[src/cart_pkg.sv]
package cart_pkg;

	// ==============================
	// Download stream
	// ==============================

	localparam logic [7:0] CART_INDEX  = 8'd0;
	localparam logic [7:0] CHEAT_INDEX = 8'd255;

	// Copier header in front of the ROM image
	localparam int HDR_SKIP    = 512;
	localparam int SECTOR_BITS = 9;

	typedef struct packed {
		logic        active;
		logic [7:0]  index;
		logic [24:0] addr;
		logic [15:0] data;
		logic        wr;
	} dl_word_t;

	// ==============================
	// Cartridge setup
	// ==============================

	typedef enum logic [2:0] {
		HDR_AUTO    = 3'd0,
		HDR_NONE    = 3'd1,
		HDR_LOROM   = 3'd2,
		HDR_HIROM   = 3'd3,
		HDR_EXHIROM = 3'd4
	} header_mode_e;

	typedef enum logic [1:0] {
		REG_AUTO = 2'd0,
		REG_NTSC = 2'd1,
		REG_PAL  = 2'd2
	} region_e;

	typedef struct packed {
		logic [7:0]  rom_type;
		logic [23:0] rom_mask;
		logic [23:0] ram_mask;
		logic        pal;
	} cart_info_t;

	// Fields held in big-endian word order
	typedef struct packed {
		logic [31:0] flags;
		logic [31:0] addr;
		logic [31:0] compare;
		logic [31:0] replace;
	} cheat_code_t;

	typedef struct packed {
		logic [16:0] addr;
		logic [7:0]  data;
		logic        we;
	} fill_t;

	// ==============================
	// Save image
	// ==============================

	typedef struct packed {
		logic [31:0] lba;
		logic        rd;
		logic        wr;
	} sd_req_t;

	typedef enum logic {
		BK_IDLE = 1'b0,
		BK_XFER = 1'b1
	} bk_state_e;

endpackage

[src/rom_header_detect.sv]
module rom_header_detect
	import cart_pkg::*;
(
	input  logic         clk_sys,
	input  logic         RESET,
	input  dl_word_t     dl,
	input  logic         cart_dl,
	input  header_mode_e hdr_mode,
	input  region_e      region,
	output cart_info_t   info
);

	logic [3:0]  rom_size;
	logic [3:0]  ram_size;
	logic        rom_region;
	logic        hdr_write;
	logic        size_fixed;
	logic [24:0] size_base;
	logic [24:0] rom_size_addr;
	logic [24:0] ram_size_addr;

	assign hdr_write = cart_dl & dl.wr;

	// Where the internal header sits for the forced mapping modes
	always_comb begin
		size_fixed = 1'b1;
		case (hdr_mode)
			HDR_LOROM:   size_base = 25'h007FD6;
			HDR_HIROM:   size_base = 25'h00FFD6;
			HDR_EXHIROM: size_base = 25'h40FFD6;
			default: begin
				size_base  = '0;
				size_fixed = 1'b0;
			end
		endcase
	end

	assign rom_size_addr = size_base + 25'(HDR_SKIP);
	assign ram_size_addr = rom_size_addr + 25'd2;

	always_ff @(posedge clk_sys) begin
		if (RESET) begin
			rom_size   <= 4'hC;
			ram_size   <= 4'h0;
			rom_region <= 1'b0;
			info       <= '0;
		end else if (hdr_write) begin
			if (dl.addr == '0) begin
				rom_size <= 4'hC;
				ram_size <= 4'h0;
				// Loader puts the sizes in the first byte
				if (hdr_mode == HDR_AUTO && dl.data[7:0] != 8'h00) begin
					{ram_size, rom_size} <= dl.data[7:0];
				end
				case (hdr_mode)
					HDR_NONE, HDR_LOROM: info.rom_type <= 8'd0;
					HDR_HIROM:           info.rom_type <= 8'd1;
					HDR_EXHIROM:         info.rom_type <= 8'd2;
					default:             info.rom_type <= dl.data[15:8];
				endcase
			end

			if (dl.addr == 25'd2) begin
				rom_region <= dl.data[8];
			end

			if (size_fixed) begin
				if (dl.addr == rom_size_addr) rom_size <= dl.data[11:8];
				if (dl.addr == ram_size_addr) ram_size <= dl.data[3:0];
			end

			// Masks use the sizes from before this write
			info.rom_mask <= (24'd1024 << rom_size) - 24'd1;
			info.ram_mask <= (ram_size != 4'h0) ? (24'd1024 << ram_size) - 24'd1 : 24'd0;
		end else if (!cart_dl) begin
			info.pal <= (region == REG_AUTO) ? rom_region : (region == REG_PAL);
		end
	end

endmodule

[src/cheat_code_loader.sv]
module cheat_code_loader
	import cart_pkg::*;
(
	input  logic        clk_sys,
	input  logic        RESET,
	input  dl_word_t    dl,
	input  logic        code_dl,
	output cheat_code_t code,
	output logic        code_valid
);

	always_ff @(posedge clk_sys) begin
		if (RESET) begin
			code_valid <= 1'b0;
		end else begin
			code_valid <= 1'b0;
			if (code_dl && dl.wr) begin
				// Low word first within each field
				case (dl.addr[3:0])
					4'd0:  code.flags[15:0]    <= dl.data;
					4'd2:  code.flags[31:16]   <= dl.data;
					4'd4:  code.addr[15:0]     <= dl.data;
					4'd6:  code.addr[31:16]    <= dl.data;
					4'd8:  code.compare[15:0]  <= dl.data;
					4'd10: code.compare[31:16] <= dl.data;
					4'd12: code.replace[15:0]  <= dl.data;
					4'd14: begin
						code.replace[31:16] <= dl.data;
						// Last word completes the code
						code_valid <= 1'b1;
					end
					default: ;
				endcase
			end
		end
	end

endmodule

[src/wram_clear.sv]
module wram_clear
	import cart_pkg::*;
#(
	parameter int WRAM_ADDR_W = 17
) (
	input  logic       clk_sys,
	input  logic       RESET,
	input  logic       dl_start,
	input  logic [1:0] wram_pattern,
	output fill_t      fill,
	output logic       clearing
);

	logic [WRAM_ADDR_W-1:0] addr_cnt;

	// ==============================
	// Sweep over the whole RAM
	// ==============================

	always_ff @(posedge clk_sys) begin
		if (RESET) begin
			clearing <= 1'b0;
			addr_cnt <= '0;
		end else if (dl_start) begin
			clearing <= 1'b1;
			addr_cnt <= '0;
		end else if (clearing) begin
			if (&addr_cnt) clearing <= 1'b0;
			// Wraps back to zero on the last address
			addr_cnt <= addr_cnt + 1'b1;
		end else begin
			addr_cnt <= '0;
		end
	end

	// Power-on contents as seen on real consoles
	always_comb begin
		fill                        = '0;
		fill.addr[WRAM_ADDR_W-1:0]  = addr_cnt;
		fill.we                     = clearing;
		case (wram_pattern)
			2'd0:    fill.data = (addr_cnt[8] ^ addr_cnt[2]) ? 8'h66 : 8'h99;
			2'd1:    fill.data = (addr_cnt[9] ^ addr_cnt[0]) ? 8'hFF : 8'h00;
			2'd2:    fill.data = 8'h55;
			default: fill.data = 8'hFF;
		endcase
	end

endmodule

[src/backup_ram_sync.sv]
module backup_ram_sync
	import cart_pkg::*;
(
	input  logic        clk_sys,
	input  logic        RESET,
	input  logic        dl_start,
	input  logic        dl_end,
	input  logic        cart_dl,
	input  logic        img_mounted,
	input  logic        img_readonly,
	input  logic        img_size_nz,
	input  logic        bk_load,
	input  logic        bk_save,
	input  logic        sd_ack,
	input  logic [23:0] ram_mask,
	output sd_req_t     sd_req,
	output logic        bk_busy,
	output logic        bk_loading
);

	bk_state_e   state;
	logic        bk_ena;
	logic        old_load;
	logic        old_save;
	logic        old_ack;
	logic        load_rise;
	logic        save_rise;
	logic [31:0] last_lba;

	assign load_rise = bk_load & bk_ena & ~old_load;
	assign save_rise = bk_save & bk_ena & ~old_save;
	assign last_lba  = 32'(ram_mask >> SECTOR_BITS);
	assign bk_busy   = (state == BK_XFER);

	// Save image gets mounted while the ROM is still coming in
	always_ff @(posedge clk_sys) begin
		if (RESET || dl_start) begin
			bk_ena <= 1'b0;
		end else if (cart_dl && img_mounted && !img_readonly) begin
			bk_ena <= |ram_mask;
		end
	end

	// ==============================
	// Sector sequencer
	// ==============================

	always_ff @(posedge clk_sys) begin
		if (RESET) begin
			state      <= BK_IDLE;
			bk_loading <= 1'b0;
			old_load   <= 1'b0;
			old_save   <= 1'b0;
			old_ack    <= 1'b0;
			sd_req     <= '0;
		end else begin
			old_load <= bk_load & bk_ena;
			old_save <= bk_save & bk_ena;
			old_ack  <= sd_ack;

			// Request is taken once ack rises
			if (!old_ack && sd_ack) begin
				sd_req.rd <= 1'b0;
				sd_req.wr <= 1'b0;
			end

			case (state)
				BK_IDLE: begin
					if (load_rise || save_rise) begin
						state      <= BK_XFER;
						bk_loading <= load_rise;
						sd_req.lba <= '0;
						sd_req.rd  <= load_rise;
						sd_req.wr  <= ~load_rise;
					end
					// End of download restores the save
					if (dl_end && img_size_nz && bk_ena) begin
						state      <= BK_XFER;
						bk_loading <= 1'b1;
						sd_req.lba <= '0;
						sd_req.rd  <= 1'b1;
						sd_req.wr  <= 1'b0;
					end
				end
				default: begin
					if (old_ack && !sd_ack) begin
						if (sd_req.lba >= last_lba) begin
							state      <= BK_IDLE;
							bk_loading <= 1'b0;
						end else begin
							sd_req.lba <= sd_req.lba + 32'd1;
							sd_req.rd  <= bk_loading;
							sd_req.wr  <= ~bk_loading;
						end
					end
				end
			endcase
		end
	end

endmodule

[src/cart_loader.sv]
module cart_loader
	import cart_pkg::*;
#(
	parameter int WRAM_ADDR_W = 17
) (
	input  logic         clk_sys,
	input  logic         RESET,
	input  dl_word_t     dl,
	input  header_mode_e hdr_mode,
	input  region_e      region,
	input  logic [1:0]   wram_pattern,
	input  logic         bk_load,
	input  logic         bk_save,
	input  logic         img_mounted,
	input  logic         img_readonly,
	input  logic         img_size_nz,
	input  logic         sd_ack,
	output cart_info_t   info,
	output cheat_code_t  code,
	output logic         code_valid,
	output fill_t        fill,
	output sd_req_t      sd_req,
	output logic         bk_busy,
	output logic         core_reset
);

	logic cart_dl;
	logic code_dl;
	logic cart_dl_q;
	logic dl_start;
	logic dl_end;
	logic clearing;
	logic bk_loading;

	// ==============================
	// Download decode
	// ==============================

	assign cart_dl = dl.active && (dl.index[5:0] == CART_INDEX[5:0]);
	assign code_dl = dl.active && (dl.index == CHEAT_INDEX);

	always_ff @(posedge clk_sys) begin
		if (RESET) begin
			cart_dl_q <= 1'b0;
		end else begin
			cart_dl_q <= cart_dl;
		end
	end

	assign dl_start = cart_dl & ~cart_dl_q;
	assign dl_end   = ~cart_dl & cart_dl_q;

	// Core stays in reset through loading and clearing
	assign core_reset = RESET | cart_dl | bk_loading | clearing;

	rom_header_detect i_rom_header_detect (
		.clk_sys  (clk_sys),
		.RESET    (RESET),
		.dl       (dl),
		.cart_dl  (cart_dl),
		.hdr_mode (hdr_mode),
		.region   (region),
		.info     (info)
	);

	cheat_code_loader i_cheat_code_loader (
		.clk_sys    (clk_sys),
		.RESET      (RESET),
		.dl         (dl),
		.code_dl    (code_dl),
		.code       (code),
		.code_valid (code_valid)
	);

	wram_clear #(
		.WRAM_ADDR_W (WRAM_ADDR_W)
	) i_wram_clear (
		.clk_sys      (clk_sys),
		.RESET        (RESET),
		.dl_start     (dl_start),
		.wram_pattern (wram_pattern),
		.fill         (fill),
		.clearing     (clearing)
	);

	backup_ram_sync i_backup_ram_sync (
		.clk_sys      (clk_sys),
		.RESET        (RESET),
		.dl_start     (dl_start),
		.dl_end       (dl_end),
		.cart_dl      (cart_dl),
		.img_mounted  (img_mounted),
		.img_readonly (img_readonly),
		.img_size_nz  (img_size_nz),
		.bk_load      (bk_load),
		.bk_save      (bk_save),
		.sd_ack       (sd_ack),
		.ram_mask     (info.ram_mask),
		.sd_req       (sd_req),
		.bk_busy      (bk_busy),
		.bk_loading   (bk_loading)
	);

endmodule

[config.mk]
export PLATFORM = sky130hd
export DESIGN_NAME = cart_loader
export DESIGN_NICKNAME = d
export VERILOG_FILES = /design/src/cart_pkg.sv /design/src/rom_header_detect.sv /design/src/cheat_code_loader.sv /design/src/wram_clear.sv /design/src/backup_ram_sync.sv /design/src/cart_loader.sv
export SDC_FILE = /design/constraint.sdc
export NUM_CORES = 1
export LEC_CHECK = 0
export ABC_CLOCK_PERIOD_IN_PS = 9100
export BUFFER_PORTS_ARGS = -buffer_cell sky130_fd_sc_hd__clkbuf_2
export CORE_ASPECT_RATIO = 1.1
export CORE_UTILIZATION = 55
export DETAILED_ROUTE_END_ITERATION = 8
export HOLD_SLACK_MARGIN = 0.08
export PLACE_DENSITY = 0.85
export SYNTH_ARGS = -nofsm -noshare
export SYNTH_HDL_FRONTEND = slang
export SYNTH_HIERARCHICAL = 1
export SYNTH_SLANG_ARGS = --single-unit
[constraint.sdc]
create_clock -name clk_sys -period 9.1 [get_ports clk_sys]
set_input_delay 0.91 -clock clk_sys [delete_from_list [all_inputs] [get_ports clk_sys]]
set_output_delay 0.91 -clock clk_sys [all_outputs]
set_load 0.05 [all_outputs]
; After elaboration in Yosys (flattened, before gate mapping)
; Index checks and enable logic that the tools add are counted.
[totals]
reg_bits = 254
in_bits = 66
[op_classes]
add_sub_neg = 6
magnitude_cmp = 1
n_eq_ne = 21
shift = 2
mux = 36
n_bitwise = 22
reduce_logical = 43
[ops]
columns = op, count
row1 = $mux W34, 5
row2 = $pmux W23 S3, 1
row3 = $eq A25 B25 Y1, 2
row4 = $pmux W8 S3, 2
row5 = $shl A11 B4 Y24 const A, 2
row6 = $sub A24 B1 Y24 const B, 2
row7 = $add A32 B1 Y32 const B, 1
row8 = $ge A32 B15 Y1, 1
row9 = $mux W4, 8
row10 = $reduce_and A3 Y1, 10
row11 = $add A25 B2 Y25 const B, 1
row12 = $eq A25 B2 Y1 const B, 1
row13 = $logic_not A25 Y1, 1
row14 = $add A23 B10 Y24 const B, 1
row15 = $mux W24, 1
row16 = $reduce_or A24 Y1, 1
row17 = $add A17 B1 Y17 const B, 1
row18 = $reduce_and A17 Y1, 1
row19 = $eq A4 B4 Y1 const B, 4
row20 = $mux W1, 16
row21 = $mux W8, 2
row22 = $logic_and A1 B1 Y1, 10
row23 = $not A1 Y1, 10
row24 = $eq A4 B3 Y1 const B, 2
row25 = 24 further kinds, 45

; Logic depth before layout (Yosys ltp)
; Gate-level depths: netlist of the first run.
[depth]
ltp_word = 8
ltp_mapped = 10
depth_no_buf = 8

; Cells and area by module
; Netlist of the first run, hierarchy kept.
[modules_own_cells]
columns = module, n_inst, cells_per_inst, area_per_inst_um2, seq_area_each_um2
row1 = cheat_code_loader, 1, 142, 3971.3, 3863.7
row2 = rom_header_detect, 1, 359, 2718.9, 960.9
row3 = backup_ram_sync, 1, 260, 2205.9, 800.8
row4 = wram_clear, 1, 115, 972.2, 360.3
row5 = cart_loader, 1, 13, 91.3, 20.0

; Worst setup path after synthesis of the first run
; No wires, ideal clock.
[synth_timing]
path_kind = input -> register
from = in dl[45] (netlist bit)
to = reg, netlist name i_cheat_code_loader/code[0]
setup_ps = 437
t_arrival_ps = 3404
setup_slack_ps = 5259
path_stages = 4
n_path_buf = 0
path_cell_list = nand4_1 > nor3_1 > nand4b_2 > nor4b_1
[synth_between]
elab_chain_len = 4
[synth_rtl]
columns = item, line_no
row1 = from (decl), cart_loader.sv:8  ; input dl_word_t dl,
row2 = $eq A8 B8 Y1, cart_loader.sv:40  ; assign code_dl = dl.active && (dl.index == CHEAT_INDEX);
row3 = $logic_and A1 B1 Y1, cart_loader.sv:40
row4 = named net code_dl, cart_loader.sv:28  ; logic code_dl;
row5 = $logic_and A1 B1 Y1, cheat_code_loader.sv:17  ; if (code_dl && dl.wr) begin
row6 = $reduce_and A3 Y1 (no line), --
; The timed path passes the listed nets, and every way through them passes these cells.
; A chain may end at the register's enable or synchronous reset.

; Worst setup path after layout of the first run
[layout_timing]
from = in RESET
to = out core_reset
[layout_between]
elab_chain_len = 3
[layout_rtl]
columns = item, line_no
row1 = from (decl), cart_loader.sv:7  ; input logic RESET,
row2 = $or A1 B1 Y1 (3 in a row), cart_loader.sv:54  ; assign core_reset = RESET | cart_dl | bk_loading | clearing;
row3 = to (decl), cart_loader.sv:24  ; output logic core_reset
; Every way passes these cells.

==> metrics.md, run 1 <==
| Metric | Value |
|---|---|
| Crit start category | `input port` |
| Commonest non-fill, non-tap cell in the layout | `clkbuf_2` |
| Max-slew violations | `0` |
| Worst Slack Setup Final | `between 5000 and 6000 ps` |
| Sw Ratio | `0.203` |
| CORE AREA | `17700 um^2` |
| Leak Pwr | `between 0.004 and 0.005 uW` |
| Placed cells | `1383` |
| Crit path kind | `input port to output pin` |
| Resized Gates After CTS | `0` |
| Reg2Reg Depth | `7` |
| Io pins | `314` |
| Hold Path Depth | `2` |
| Port Buffers | `313` |
| Vias in the first global route | `around 7200` |
| Compound-Gate Fraction of Synth Area | `0.111` |
| Area share of fa/ha/maj cells after synthesis | `0.0261` |
| Synth top area cells | `edfxtp_1, dfxtp_1, a21oi_1` |
| CTS H-tree lvls | `1` |
| Clock power share | `0.447` |
| Post-place instance area | `roughly 12000 um^2` |
| CTS tree | `yes` |
| Total CTS buffers | `23` |
| Psw | `441 uW` |
| Reg-to-Reg End | `i_backup_ram_sync/sd_req[33]` |
| First-pass GRT wire length | `roughly 38 mm` |
| Worst Tran Pin Value | `1130 ps` |
| Synth Area per Inst | `around 11 um^2` |
| Tcrit/Tclk final | `0.371` |
| Post-Syn Nets | `975` |
| Dpl ws | `roughly 5400 ps` |
| Die area | `~19000 um^2` |
| Combinational power share | `0.036` |
| Initial antenna violation count | `0` |
| Critical path startpoint | `RESET` |
| Max Cap Violations | `0` |
| Post-Syn Area | `roughly 10000 um^2` |
| Asr flop ratio synth | `0` |
| Hold Path Class | `flip-flop to flip-flop` |
| Peak VDD IR | `approximately 0.15 mV` |
| DR pass1 iterations | `5` |
| Diodes inserted | `0` |
| Outcome | `complete, no violations` |
| Clk Latency, worst-skew pair | `about 500 ps` |
| Max-slew headroom | `0.242` |
| Root Buffer | `clkbuf_16` |
| Post-synthesis mux area share | `0.0122` |
| Area Growth Syn to Fin | `24.0%` |
| Synth top area share | `0.386` |
| Endpoint class of the critical path | `output pin` |
| Seq/Total Area, Yosys | `0.603` |
| Via Count | `8236` |
| Ys flop type | `edfxtp_1` |
| CP max stage delay | `between 600 and 700 ps` |
| Min-delay src | `i_rom_header_detect/info[55]` |
| Int Power | `1730 uW` |
| Required @ worst endpoint | `just over 8000 ps` |
| Crit path max-delay cell type | `buf_4` |
| Initial DRC Count | `about 660` |
| Post-Synth Simple-Gate Area | `0.194` |
| Final ANT Viol Nets | `0` |
| Via-per-instance ratio | `5.79` |
| Cell taking the most area after synthesis | `edfxtp_1` |
| Most used cell, CP | `clkbuf_2` |
| Clock Sinks | `236` |
| CP Cell Sequence | `clkbuf_2 > buf_4 > nor3_1 > o21ai_0 > clkbuf_2` |
| Clock skew | `between 15 and 20 ps` |
| Hpwl dp | `roughly 18 mm` |
| Hold-fix buffers at CTS | `0` |
| Wire length per cell | `roughly 18 um` |
| Total wire length | `~26 mm` |
| All-layer global routing usage | `0.265` |
| Die height | `between 100 and 150 um` |
| Postcts setup bufs | `0` |
| Maximum clock rate | `approximately 0.30 GHz` |
| RSZ-0062 raised after global routing | `no` |
| Post-Synth XOR/XNOR Area | `0.00704` |
| Most frequent cells in the layout | `clkbuf_2, edfxtp_1, dfxtp_1` |
| Clock slew at reported path FFs | `approximately 60 ps` |
| Fin area | `~12000 um^2` |
| Largest net degree at the start of global routing | `70` |
| Crit-path max FO | `69` |
| Routability cong. | `~0.88` |
| Main combinational cell family by area after synthesis | `simple AND/OR/NAND/NOR gates` |
| Die W | `130 um` |
| Mapped Cells | `approximately 890` |
| Cell variety after synth | `77` |
| Final Core Density | `0.696` |
| Setup TNS | `0 ps` |
| Share of cells above drive strength 1 | `0.322` |
| Setup violators final | `0` |
| Remaining global-route overflow | `0` |
| Fillers | `between 1000 and 1500` |
| Row cnt | `between 50 and 60` |
| Nets | `1256` |
| Starting Density | `0.561` |
| Minimum clock period after layout | `approximately 3400 ps` |
| Power per cell area | `approximately 180 nW/um^2` |
| # DRC | `0` |
| Finished Layout Cells | `about 1400` |
| FF-to-FF Start | `i_rom_header_detect/info[10]` |
| Post-synth EDFFs | `128` |
| FF+latch count, synth | `approximately 240` |
| Clk buf depth | `3` |
| Ys Warns | `6` |
| Sequential power share | `0.517` |
| Final hold violations | `0` |
| Arr. time, crit path | `2470 ps` |
| Reg2reg setup slack | `about 6400 ps` |
| Worst Hold End | `i_rom_header_detect/info[55]` |
power groups by stage:
stage / sequential [uW] / clock (uW) / combinational (uW)
2_1_floorplan: 1150 / 0 / 37.8
3_3_place_gp: 1150 / 0 / 76.4
3_5_place_dp: 1150 / 0 / 77.3
4_1_cts: 1120 / 983 / 77.6
5_1_grt: 1120 / 1020 / 84.3
6_report: 1120 / 973 / 78.2
how the worst max path moves through the flow:
stage,to,slack (ps),cells past startpoint
final,core_reset,5720,5
after floorplan,i_cheat_code_loader/code[0],5260,4
after global placement,i_backup_ram_sync/sd_req[28],5510,8
after detailed placement,i_backup_ram_sync/sd_req[13],5400,9
after global routing,i_backup_ram_sync/sd_req[11],5600,9
after CTS,core_reset,5720,5
cells in the mapped netlist (3+ instances only):
cell        n
and3_1     15
and4_1      5
o31ai_1     6
nor4_1     30
o221ai_1    3
a221o_1     7
buf_2       4
nor2b_1     7
nor3b_1     8
dfxtp_1   108
nand2b_1   14
nor2_1     62
buf_1       4
a31oi_1    10
nand4b_1    3
o21ai_0    32
edfxtp_1  128
and2_1     16
nand3b_1    5
ha_1       20
nand3_1    24
nand4_1    25
o21a_1      5
nor3_1     27
a21o_1      4
xor2_1      3
a311oi_1    6
mux2i_1    11
xnor2_1     5
nand2_1    64
buf_4      23
or3_1      11
a21oi_1    51
and2_0      3
a211oi_1   10
o211ai_1   15
or4_1       3
inv_1      29
clkbuf_1   35
a22oi_1     4
flip-flops by register name, summed over array words and instances (netlist names), 4 cells and up:
| register | flops |
|---|---|
| i_cheat_code_loader/code | 128 |
| i_rom_header_detect/info | 39 |
| i_backup_ram_sync/sd_req | 34 |
| i_wram_clear/addr_cnt | 17 |
| i_rom_header_detect/ram_size | 4 |
| i_rom_header_detect/rom_size | 4 |
cell families (layout without fill, tap and decap cells):
group / after synthesis / in the layout
simple gates: 346 / 346
mux: 12 / 12
compound gates: 170 / 170
buf+inv: 96 / 392
flops: 236 / 236
fa+ha+maj: 21 / 21
xor+xnor: 8 / 8
layer usage:
metal	wire length, um	up-vias	GRT usage
li1	-	3879	-
met1	10000	3869	0.329
met2	12300	423	0.446
met3	2450	65	0.0644
met4	852	0	0.0998
met5	0	-	0
critical path, delay by kind of cell:
kind	cells	cell delay, ps
buf+inv	3	1290
simple gates	1	130
compound gates	1	120
through the flow:
stage / power, uW / hold slack, ps
2_1_floorplan: 1190 / 432
3_3_place_gp: 1220 / 444
3_5_place_dp: 1220 / 453
4_1_cts: 2180 / 459
5_1_grt: 2230 / 482
6_report: 2170 / 462
area by class of cell:
type,instances,area [um^2],area share
flip-flops and latches,236,6010,0.486
multi-input cells,557,3520,0.285
well taps,238,298,0.0241
clock inverters,11,169,0.0137
clock buffers,29,608,0.0492
repair buffers,323,1640,0.133
inverters,29,109,0.00881
(Power assumes the default switching activity.)
==> run 2: changes to the inputs <==
ABC_CLOCK_PERIOD_IN_PS = 3300   (was 9100)
CORE_UTILIZATION = 51   (was 55)
PLACE_DENSITY = 0.8   (was 0.85)
clock period = 3.3 ns   (was 9.1 ns; I/O delays follow)
==> run 2 against run 1 <==
Non-clock buffer count up 9. Sequential share of layout area is 0.28 points lower. Global-route usage shrank 1.9 points. Cell area up 0.58%. Largest power group unchanged.
==> metrics.md, run 2 (same netlist as run 1, synthesis figures left out) <==
| Metric | Value |
|---|---|
| Initial DRC Count | `513` |
| Starting Density | `0.521` |
| Total CTS buffers | `24` |
| Port Buffers | `roughly 310` |
| Wire length per cell | `between 15 and 20 um` |
| CTS H-tree lvls | `1` |
| Clock skew | `approximately 9.0 ps` |
| Hold Path Class | `input port to flip-flop` |
| Initial antenna violation count | `0` |
| Remaining global-route overflow | `0` |
| Most frequent cells in the layout | `clkbuf_2, edfxtp_1, dfxtp_1` |
| Crit path kind | `flip-flop to flip-flop` |
| Resized Gates After CTS | `0` |
| Clk buf depth | `3` |
| CP max stage delay | `490 ps` |
| First-pass GRT wire length | `roughly 39 mm` |
| Setup violators final | `0` |
| Share of cells above drive strength 1 | `0.327` |
| Final ANT Viol Nets | `0` |
| Maximum clock rate | `0.387 GHz` |
| Clk Latency, worst-skew pair | `slightly above 500 ps` |
| Die W | `approximately 140 um` |
| Worst Tran Pin Value | `between 1000 and 1500 ps` |
| CP Buf/Inv Count | `1` |
| Diodes inserted | `0` |
| Die height | `about 150 um` |
| Row cnt | `53` |
| Final hold violations | `0` |
| All-layer global routing usage | `0.246` |
| Crit path max-delay cell type | `a21oi_1` |
| Vias in the first global route | `roughly 7300` |
| Endpoint class of the critical path | `flip-flop` |
| Io pins | `approximately 310` |
| Arr. time, crit path | `~3000 ps` |
| Root Buffer | `clkbuf_16` |
| Peak VDD IR | `0.343 mV` |
| Required @ worst endpoint | `between 3000 and 4000 ps` |
| Clock slew at reported path FFs | `around 70 ps` |
| Crit start category | `flip-flop` |
| Area Growth Syn to Fin | `24.8%` |
| Max-slew violations | `0` |
| Outcome | `complete, no violations` |
| RSZ-0062 raised after global routing | `no` |
| Crit-path max FO | `8` |
| Power per cell area | `475 nW/um^2` |
| Hpwl dp | `between 15 and 20 mm` |
| Delay-heaviest family, CP | `compound AO/OA/AOI/OAI gates` |
| Commonest non-fill, non-tap cell in the layout | `clkbuf_2` |
| Via Count | `between 8000 and 9000` |
| Max-slew headroom | `0.241` |
| Largest net degree at the start of global routing | `52` |
| CP Cell Sequence | `inv_1 > ha_1 > nand4_1 > nor3_1 > a21oi_1 > a21oi_1 > o21ai_1 > a311oi_1` |
| Tcrit/Tclk final | `0.783` |
| Routability cong. | `~0.9` |
| Via-per-instance ratio | `roughly 5.6` |
| Clock Sinks | `236` |
| Hold WS | `approximately 130 ps` |
| Max reg flops | `between 100 and 150` |
| Setup TNS | `0 ps` |
| Max Cap Violations | `0` |
| DR pass1 iterations | `5` |
| CORE AREA | `between 15000 and 20000 um^2` |
| Total wire length | `25.5 mm` |
| Die area | `20100 um^2` |
| Leak Pwr | `approximately 0.0050 uW` |
| Final Core Density | `0.651` |
| CTS tree | `yes` |
| Most used cell, CP | `a21oi_1` |
| # DRC | `0` |
| Minimum clock period after layout | `between 2000 and 3000 ps` |
| Nets | `roughly 1300` |
run 2: cell types whose count changed in the layout (fill, tap and decap cells not counted), sizes merged:
cell / before / now
buf: 10 / 16
clkbuf: 342 / 343
dlygate4sd3: 0 / 3
bufinv: 4 / 1
clkinv: 4 / 8
clkinvlp: 3 / 5
run 2: final cells by class:
cell class | instances | area (um^2)
multi-input cells | 557 | 3520
inverters | 29 | 109
clock inverters | 14 | 108
fillers | 1498 | 6670
clock buffers | 30 | 654
well taps | 247 | 309
flip-flops and latches | 236 | 6010
repair buffers | 332 | 1720
run 2: layer usage:
layer | track usage | part of all wire
met4 | 0.0742 | 0.023
met5 | 0 | 0
met3 | 0.0467 | 0.079
met1 | 0.322 | 0.41
met2 | 0.413 | 0.48
run 2: power by group:
part	internal [uW]	total [uW]	switching [uW]
Combinational	66.6	224	157
Sequential	3090	3100	2.16
Clock	1490	2580	1090
Total	4650	5900	1250
run 2: per-stage QoR:
stage | setup WS, ps | instances | power, uW | cell area, um^2
after CTS | 763 | 1445 | 5940 | 12400
after floorplan | 39.2 | 889 | 3270 | 9960
after global placement | 737 | 1398 | 3370 | 11600
final | 717 | 1445 | 5900 | 12400
after detailed placement | 643 | 1398 | 3380 | 11600
after global routing | 557 | 1445 | 6070 | 12400
run 2: repair_timing:
action / 4_1_cts / 5_1_grt
setup endpoints to repair: 0 / 0
setup buffers: 0 / 0
endpoints found under the hold margin: 3 / 0
hold buffers: 3 / 0
run 2: worst paths after layout:
kind | slack (ps) | cells after the start | to | start
worst max-delay path | 720 | 8 | i_backup_ram_sync/sd_req[12] | i_rom_header_detect/info[19]
worst min-delay path | 130 | 3 | cart_dl_q | dl[47]
worst max register to register | 720 | 8 | i_backup_ram_sync/sd_req[12] | i_rom_header_detect/info[19]
worst min register to register | 460 | 2 | i_rom_header_detect/info[53] | i_rom_header_detect/info[53]
run 2: worst register-to-register path, stage by stage, from the launching register on:
cell and delay [ps]:
dfxtp_1 440, inv_1 70, ha_1 300, nand4_1 150, nor3_1 270, a21oi_1 90
a21oi_1 490, o21ai_1 360, a311oi_1 320
